## src/mips_cfg.svh

```systemverilog
// mips core configuration
`ifndef MIPS_CFG_SVH
`define MIPS_CFG_SVH

// data path and address width
`define MIPS_WORD_W 32

// architectural register count
`define MIPS_NUM_REGS 32

// first fetch address once reset is released
`define MIPS_RESET_VECTOR 32'hBFC00000

// v0 holds function results, mirrored on reg_v0 for debug
`define MIPS_V0_REG 2

`endif

```

## src/mips_pkg.sv

```systemverilog
// mips core types and encodings
`include "mips_cfg.svh"

package mips_pkg;

  typedef logic [`MIPS_WORD_W-1:0] word_t;  // data word or byte address
  typedef logic [4:0]              reg_addr_t;
  typedef logic [5:0]              opcode_t;   // instr[31:26]
  typedef logic [5:0]              funct_t;    // instr[5:0], r-type only
  typedef logic [2:0]              alu_ctrl_t;

  // primary opcodes
  localparam opcode_t op_rtype = 6'h00;
  localparam opcode_t op_j     = 6'h02;
  localparam opcode_t op_beq   = 6'h04;
  localparam opcode_t op_addiu = 6'h09;
  localparam opcode_t op_lui   = 6'h0f;
  localparam opcode_t op_lw    = 6'h23;
  localparam opcode_t op_sw    = 6'h2b;

  // r-type function codes
  localparam funct_t fn_jr   = 6'h08;
  localparam funct_t fn_addu = 6'h21;
  localparam funct_t fn_subu = 6'h23;
  localparam funct_t fn_and  = 6'h24;
  localparam funct_t fn_or   = 6'h25;
  localparam funct_t fn_slt  = 6'h2a;

  // alu operation select
  localparam alu_ctrl_t alu_add = 3'd0;
  localparam alu_ctrl_t alu_sub = 3'd1;
  localparam alu_ctrl_t alu_and = 3'd2;
  localparam alu_ctrl_t alu_or  = 3'd3;
  localparam alu_ctrl_t alu_slt = 3'd4;

  // per-instruction control, all zero means no-op
  typedef struct packed {
    logic      reg_we;       // write a register this cycle
    logic      reg_dst_rd;   // destination is rd, else rt
    logic      alu_src_imm;  // alu b from sign extended immediate
    logic      imm_upper;    // writeback the lui value
    logic      mem_to_reg;   // writeback load data
    logic      mem_we;       // store word
    logic      branch;       // beq, taken on alu zero
    logic      jump;         // j with 26-bit target
    logic      jump_reg;     // jr, next pc from rs
    alu_ctrl_t alu_ctrl;
  } ctrl_t;

endpackage

```

## src/reg_file.sv

```systemverilog
// three port register file
`timescale 1ns/1ps
`include "mips_cfg.svh"

module reg_file import mips_pkg::*; (
  input  logic      clk,
  input  logic      reset,
  input  logic      we,      // already qualified by stall and halt
  input  reg_addr_t ra1,     // rs
  input  reg_addr_t ra2,     // rt
  input  reg_addr_t wa,
  input  word_t     wd,
  output word_t     rd1,
  output word_t     rd2,
  output word_t     reg_v0   // debug copy of v0
);

  word_t rf [`MIPS_NUM_REGS];

  // one write port, written on the rising edge
  always_ff @(posedge clk) begin
    if (reset) begin
      for (int i = 0; i < `MIPS_NUM_REGS; i++) begin
        rf[i] <= '0;  // whole file starts clean
      end
    end else if (we && wa != '0) begin
      rf[wa] <= wd;  // writes to $zero are dropped
    end
  end

  // combinational reads
  assign rd1 = rf[ra1];
  assign rd2 = rf[ra2];

  assign reg_v0 = rf[`MIPS_V0_REG];  // debug tap on v0

  // $zero on port 1 must read zero even right after a write to it
  a_zero_reads_zero: assert property (
    @(posedge clk) disable iff (reset)
    (ra1 == '0) |-> (rd1 == '0)
  );

endmodule

```

## src/pc_reg.sv

```systemverilog
// program counter with boot vector
`timescale 1ns/1ps
`include "mips_cfg.svh"

module pc_reg import mips_pkg::*; (
  input  logic  clk,
  input  logic  reset,
  input  logic  en,      // global stall, low holds everything
  input  word_t d,       // next pc from datapath
  output word_t q,       // current fetch address
  output logic  active   // high from boot until a jump to zero
);

  logic boot;  // set during reset, first enabled edge consumes it

  always_ff @(posedge clk) begin
    if (reset) begin
      q      <= '0;  // fetch address reads zero while in reset
      active <= 1'b0;
      boot   <= 1'b1;
    end else if (en) begin
      if (boot) begin
        q      <= `MIPS_RESET_VECTOR;  // boot fetch ignores d
        active <= 1'b1;
        boot   <= 1'b0;
      end else if (active) begin
        q <= d;
        if (d == '0) begin
          active <= 1'b0;  // halt, pc parks at zero until reset
        end
      end
    end
  end

  // every fetch while running is word aligned
  a_pc_aligned: assert property (
    @(posedge clk) disable iff (reset)
    active |-> (q[1:0] == 2'b00)
  );

endmodule

```

## src/control_decoder.sv

```systemverilog
// main instruction decoder
`timescale 1ns/1ps

module control_decoder import mips_pkg::*; (
  input  opcode_t opcode,
  input  funct_t  funct,
  output ctrl_t   ctrl
);

  always_comb begin
    ctrl = '0;  // unknown encodings fall through as no-ops
    case (opcode)
      op_rtype: begin
        // r-type writes rd, operands both from registers
        case (funct)
          fn_addu: begin
            ctrl.reg_we     = 1'b1;
            ctrl.reg_dst_rd = 1'b1;
            ctrl.alu_ctrl   = alu_add;
          end
          fn_subu: begin
            ctrl.reg_we     = 1'b1;
            ctrl.reg_dst_rd = 1'b1;
            ctrl.alu_ctrl   = alu_sub;
          end
          fn_and: begin
            ctrl.reg_we     = 1'b1;
            ctrl.reg_dst_rd = 1'b1;
            ctrl.alu_ctrl   = alu_and;
          end
          fn_or: begin
            ctrl.reg_we     = 1'b1;
            ctrl.reg_dst_rd = 1'b1;
            ctrl.alu_ctrl   = alu_or;
          end
          fn_slt: begin
            ctrl.reg_we     = 1'b1;
            ctrl.reg_dst_rd = 1'b1;
            ctrl.alu_ctrl   = alu_slt;
          end
          fn_jr:   ctrl.jump_reg = 1'b1;  // no writeback
          default: ctrl = '0;
        endcase
      end
      op_addiu: begin
        ctrl.reg_we      = 1'b1;
        ctrl.alu_src_imm = 1'b1;
        ctrl.alu_ctrl    = alu_add;  // no overflow trap
      end
      op_lui: begin
        ctrl.reg_we    = 1'b1;
        ctrl.imm_upper = 1'b1;  // alu result unused
      end
      op_lw: begin
        ctrl.reg_we      = 1'b1;
        ctrl.alu_src_imm = 1'b1;  // base + offset
        ctrl.mem_to_reg  = 1'b1;
        ctrl.alu_ctrl    = alu_add;
      end
      op_sw: begin
        ctrl.alu_src_imm = 1'b1;
        ctrl.mem_we      = 1'b1;
        ctrl.alu_ctrl    = alu_add;
      end
      op_beq: begin
        ctrl.branch   = 1'b1;
        ctrl.alu_ctrl = alu_sub;  // equal when difference is zero
      end
      op_j:    ctrl.jump = 1'b1;
      default: ctrl = '0;
    endcase
  end

endmodule

```

## src/alu.sv

```systemverilog
// integer alu
`timescale 1ns/1ps

module alu import mips_pkg::*; (
  input  word_t     a,
  input  word_t     b,
  input  alu_ctrl_t op,
  output word_t     y,
  output logic      zero  // result is zero, beq condition
);

  logic lt;  // signed a < b

  assign lt = ($signed(a) < $signed(b));

  always_comb begin
    case (op)
      alu_add: y = a + b;  // wraps, addu/addiu semantics
      alu_sub: y = a - b;
      alu_and: y = a & b;
      alu_or:  y = a | b;
      alu_slt: y = word_t'(lt);  // zero extended single bit
      default: y = '0;
    endcase
  end

  assign zero = (y == '0);

endmodule

```

## src/datapath.sv

```systemverilog
// single cycle datapath
`timescale 1ns/1ps
`include "mips_cfg.svh"

module datapath import mips_pkg::*; (
  input  logic  clk,
  input  logic  reset,
  input  logic  clk_enable,  // low stalls the whole core
  input  ctrl_t ctrl,
  input  word_t instr,
  input  word_t mem_rdata,
  output word_t instr_addr,
  output word_t mem_addr,
  output word_t mem_wdata,
  output logic  mem_we,      // one cycle strobe, memory writes on the next edge
  output logic  active,
  output word_t reg_v0
);

  // instruction fields
  reg_addr_t   rs;
  reg_addr_t   rt;
  reg_addr_t   rd;
  logic [15:0] imm;
  logic [25:0] target;

  word_t pc;
  word_t pc_plus4;
  word_t pc_next;
  word_t br_target;
  word_t j_target;
  word_t imm_sext;
  word_t imm_lui;
  word_t rd1;
  word_t rd2;
  word_t alu_b;
  word_t alu_y;
  word_t wd;
  reg_addr_t wa;
  logic  alu_zero;
  logic  commit;   // this edge retires the current instruction
  logic  reg_we;

  assign rs     = instr[25:21];
  assign rt     = instr[20:16];
  assign rd     = instr[15:11];
  assign imm    = instr[15:0];
  assign target = instr[25:0];

  assign imm_sext = {{(`MIPS_WORD_W-16){imm[15]}}, imm};
  assign imm_lui  = {imm, 16'h0000};  // lui places immediate in upper half

  // side effects only while running and not stalled
  assign commit = clk_enable & active;
  assign reg_we = ctrl.reg_we & commit;
  assign mem_we = ctrl.mem_we & commit;

  // pc gating on active happens inside pc_reg so the boot edge can still load
  pc_reg u_pc (
    .clk    (clk),
    .reset  (reset),
    .en     (clk_enable),
    .d      (pc_next),
    .q      (pc),
    .active (active)
  );

  assign wa = ctrl.reg_dst_rd ? rd : rt;

  reg_file u_rf (
    .clk    (clk),
    .reset  (reset),
    .we     (reg_we),
    .ra1    (rs),
    .ra2    (rt),
    .wa     (wa),
    .wd     (wd),
    .rd1    (rd1),
    .rd2    (rd2),
    .reg_v0 (reg_v0)
  );

  assign alu_b = ctrl.alu_src_imm ? imm_sext : rd2;

  alu u_alu (
    .a    (rd1),
    .b    (alu_b),
    .op   (ctrl.alu_ctrl),
    .y    (alu_y),
    .zero (alu_zero)
  );

  // writeback priority lui, then load, then alu
  assign wd = ctrl.imm_upper  ? imm_lui   :
              ctrl.mem_to_reg ? mem_rdata : alu_y;

  assign mem_addr  = alu_y;  // base + offset
  assign mem_wdata = rd2;    // sw stores rt

  // next pc, no delay slot
  assign pc_plus4  = pc + word_t'(4);
  assign br_target = pc_plus4 + {imm_sext[`MIPS_WORD_W-3:0], 2'b00};
  assign j_target  = {pc_plus4[`MIPS_WORD_W-1 -: 4], target, 2'b00};

  assign pc_next = ctrl.jump_reg            ? rd1       :
                   ctrl.jump                ? j_target  :
                   (ctrl.branch & alu_zero) ? br_target : pc_plus4;

  assign instr_addr = pc;

  // active is low through reset so no store can leak out
  a_no_store_in_reset: assert property (
    @(posedge clk) reset |-> !mem_we
  );

endmodule

```

## src/mips_cpu.sv

```systemverilog
// single cycle mips core top
`timescale 1ns/1ps

module mips_cpu import mips_pkg::*; (
  input  logic  clk,
  input  logic  reset,
  input  logic  clk_enable,  // global stall
  output word_t instr_addr,  // fetch address, combinational instruction return
  input  word_t instr,
  output word_t mem_addr,
  output word_t mem_wdata,
  output logic  mem_we,
  input  word_t mem_rdata,   // combinational load data
  output logic  active,      // falls after a jump to zero
  output word_t reg_v0
);

  ctrl_t ctrl;  // decoded control for the current instruction

  control_decoder u_dec (
    .opcode (instr[31:26]),
    .funct  (instr[5:0]),
    .ctrl   (ctrl)
  );

  datapath u_dp (
    .clk        (clk),
    .reset      (reset),
    .clk_enable (clk_enable),
    .ctrl       (ctrl),
    .instr      (instr),
    .mem_rdata  (mem_rdata),
    .instr_addr (instr_addr),
    .mem_addr   (mem_addr),
    .mem_wdata  (mem_wdata),
    .mem_we     (mem_we),
    .active     (active),
    .reg_v0     (reg_v0)
  );

endmodule

```

## config.mk

```make
export PLATFORM = sky130hd
export DESIGN_NAME = mips_cpu
export DESIGN_NICKNAME = d
export VERILOG_FILES = /design/src/mips_pkg.sv /design/src/reg_file.sv /design/src/pc_reg.sv /design/src/control_decoder.sv /design/src/alu.sv /design/src/datapath.sv /design/src/mips_cpu.sv
export VERILOG_INCLUDE_DIRS = /design/src
export SDC_FILE = /design/constraint.sdc
export NUM_CORES = 2
export LEC_CHECK = 0
export BUFFER_PORTS_ARGS = -buffer_cell sky130_fd_sc_hd__buf_2
export CAP_MARGIN = 20
export CELL_PAD_IN_SITES_DETAIL_PLACEMENT = 0
export CELL_PAD_IN_SITES_GLOBAL_PLACEMENT = 1
export CORE_UTILIZATION = 48
export DETAILED_ROUTE_END_ITERATION = 10
export PLACE_DENSITY = 0.75
export SYNTH_ARGS = -nofsm -noshare
export SYNTH_HDL_FRONTEND = slang
export SYNTH_SLANG_ARGS = --single-unit
```

## constraint.sdc

```tcl
create_clock -name clk -period 11.12 [get_ports clk]
set_input_delay 2.224 -clock clk [delete_from_list [all_inputs] [get_ports clk]]
set_output_delay 2.224 -clock clk [all_outputs]
set_load 0.05 [all_outputs]
```

==> impl_metrics.json <==
{
  "fp-row-count": 131,
  "via_count": 45954,
  "comb_power_share": 0.289,
  "die_w_um": 362,
  "dieArea_mm2": 0.131,
  "start_util": 0.486,
  "clock_path_buffers": 3,
  "cts_resized": 0,
  "rsz0062_at_grt": "false",
  "fmax_mhz": 96.3,
  "ys_ff_latch": 1058,
  "synthTopCellsByArea": "edfxtp_1 49%, mux4_2 23%, nor2_1 7.2%",
  "slew_headroom": 0.184,
  "syn_area_mm2": 0.0623,
  "worst_pin_slew_ns": 1.22,
  "hold_start": "u_dp.u_pc.q[31]",
  "cts_sinks": 1058,
  "power_mw": 11.8,
  "hpwlAfterDp_mm": 155,
  "regToRegEndpoint": "u_dp.u_pc.active",
  "outcome": "finished clean",
  "portBuffers": 196,
  "die_y_um": 362,
  "clk_pin_slew_ns": 0.06,
  "ys_seq_area_frac": 0.505,
  "yosys-top-cells-count": "1198 x nor2_1, 1024 x edfxtp_1, 640 x mux4_2",
  "gr-total-overflow": 0,
  "r2r_slack_ns": 2.39,
  "async_flop_share": 0,
  "cts.root.buffer_cell": "clkbuf_16",
  "holdPathStages": 2,
  "yosysWarnings": 0,
  "grt_pass1_wl_mm": 331,
  "cts_tree": "yes",
  "htreeDepth": 3,
  "vdd_drop_max_mv": 0.141,
  "synthFlopType": "edfxtp_1",
  "startpoint_type": "input port",
  "area_growth_syn_to_layout_pct": 12.9,
  "synth_top_area_share": 0.494,
  "clkLatencyLatePin_ns": 0.74,
  "vias_per_cell": 6.76,
  "post_cts_buffers": 0,
  "nFillCells": 10528,
  "cts_buffers": 108,
  "p_leak_nw": 26.0,
  "r2r_cells": 23,
  "gp_congestion": 0.992,
  "coreArea_mm2": 0.128,
  "power_frac_seq": 0.389,
  "finClkSkew_ns": 0.0300,
  "drive_gt1_frac": 0.291,
  "maxCapViolCount": 0,
  "postSynthAreaPerCell_um2": 13.0,
  "layout.cells.non_filler": 6797,
  "final_nets": 5181,
  "fin_crit_sh": 0.934,
  "worstPathRequired_ns": 8.90,
  "synth.most_common_cell": "nor2_1",
  "crit_fanout": 37,
  "track_usage": 0.359,
  "hold_end": "u_dp.u_pc.q[31]",
  "synth_top_cell_by_area": "edfxtp_1",
  "post-place-cells": 6599,
  "swShare": 0.344,
  "setup_viol": 0,
  "yosysUniqueCellTypes": 84,
  "ioPinCount": 197,
  "crit_arrival_ns": 8.16,
  "tns_ns": 0,
  "antenna_found_initial": 10,
  "wl_per_cell_um": 34.7,
  "end_kind": "output port",
  "internal-power_mw": 7.71,
  "drc": 0,
  "maxSlewViolCount": 0,
  "syn_inst": 4802,
  "critPathKind": "in -> out",
  "rr_startpoint": "u_dp.u_rf.rf[2][12]",
  "switchingPower_mw": 4.05,
  "powerDensity_mw_per_mm2": 167,
  "cts_hold_buf": 0,
  "timing_hold_violations_final": 0,
  "hp-class": "reg -> reg",
  "grt_pass1_vias": 44627,
  "drt-initial-drc-count": 7047,
  "period_minus_slack_ns": 10.39,
  "grt_start_max_net_pins": 63,
  "p_clk_frac": 0.322,
  "wirelength_mm": 236,
  "dr.pass1.iters": 6,
  "ant_nets": 0,
  "hold_ws_ns": 0.546,
  "synth_edf_count": 1024
}
how the worst max path moves through the flow:
| stage | startpoint | to |
|---|---|---|
| final | instr[16] | mem_addr[27] |
| after global routing | instr[16] | mem_addr[27] |
| after CTS | instr[16] | mem_addr[27] |
| after detailed placement | instr[16] | u_dp.u_pc.active |
| after global placement | instr[16] | u_dp.u_pc.active |
| after floorplan | instr[21] | u_dp.u_pc.active |
layout make-up:
cell class,instances,area (um2),share of cell area
multi-input combinational,3208,29100,0.413
tap,1729,2160,0.0308
inverter,120,450,0.00640
antenna,1,2.50,0.0000356
timing repair buffer,485,3620,0.0514
clock inverter,70,796,0.0113
sequential,1058,31400,0.447
clock buffer,126,2810,0.0400
through the flow:
step	utilization	worst slack [ns]	instance area (um2)
CTS	0.549	0.756	70300
global route	0.549	0.433	70300
finish	0.549	0.731	70300
global placement	0.520	0.0552	66700
floorplan	-	0.0380	62400
detailed placement	0.520	0.0398	66700
state kept, by name, summed over array words and instances (netlist names):
name	count
u_dp.u_pc.active	1
u_dp.u_rf.rf	1024
u_dp.u_pc.q	32
u_dp.u_pc.boot	1
layout by cell type (no fill, tap or decap), types with 110 or more instances in the layout:
master / synthesis / final
nand2_1: 152 / 127
buf_4: 3 / 259
buf_2: 12 / 187
o21ai_0: 125 / 110
nor2_1: 1198 / 1196
mux4_2: 640 / 640
inv_1: 120 / 120
a21oi_1: 121 / 119
edfxtp_1: 1024 / 1024
clkbuf_16: 0 / 110
ha_1: 130 / 130
power groups by stage:
stage	Sequential, mW	Combinational (mW)	Clock, mW
floorplan	4.65	2.04	0
detailed placement	4.66	3.32	0
CTS	4.57	3.32	3.80
global placement	4.64	3.32	0
global route	4.59	3.53	3.94
finish	4.57	3.39	3.79
worst max-delay path, cell delays in order:
cell and delay [ns]:
buf_8 0.38, buf_4 0.31, mux4_2 0.54, mux4_2 0.47, mux2_2 0.29, o21ai_0 0.60, ha_1 0.38, buf_4 0.23
inv_1 0.07, a21oi_1 0.38, o31ai_1 0.16, a311oi_1 0.34, buf_4 0.21, a21oi_1 0.09, buf_4 0.18, or4_1 0.50
a32o_1 0.29, o21ai_0 0.14, buf_2 0.33
cells by family after synthesis:
group,count (synthesis),synth area share
buffers and inverters,567,0.0347
AO/OA/AOI/OAI,569,0.0611
adder cells (fa/ha/maj),133,0.0271
multiplexers,757,0.251
XOR/XNOR,60,0.00844
flip-flops,1058,0.505
other,1,0.0000602
AND/OR/NAND/NOR,1657,0.113
metal layers:
metal	wire length, um	share of wire	global-route usage	vias to the layer above
met5	35	0.00015	0	-
met4	11700	0.050	0.159	6
met3	27100	0.11	0.0759	530
met2	111000	0.47	0.578	3214
met1	85500	0.36	0.470	23535
li1	-	-	-	18669
(Power assumes the default switching activity.)
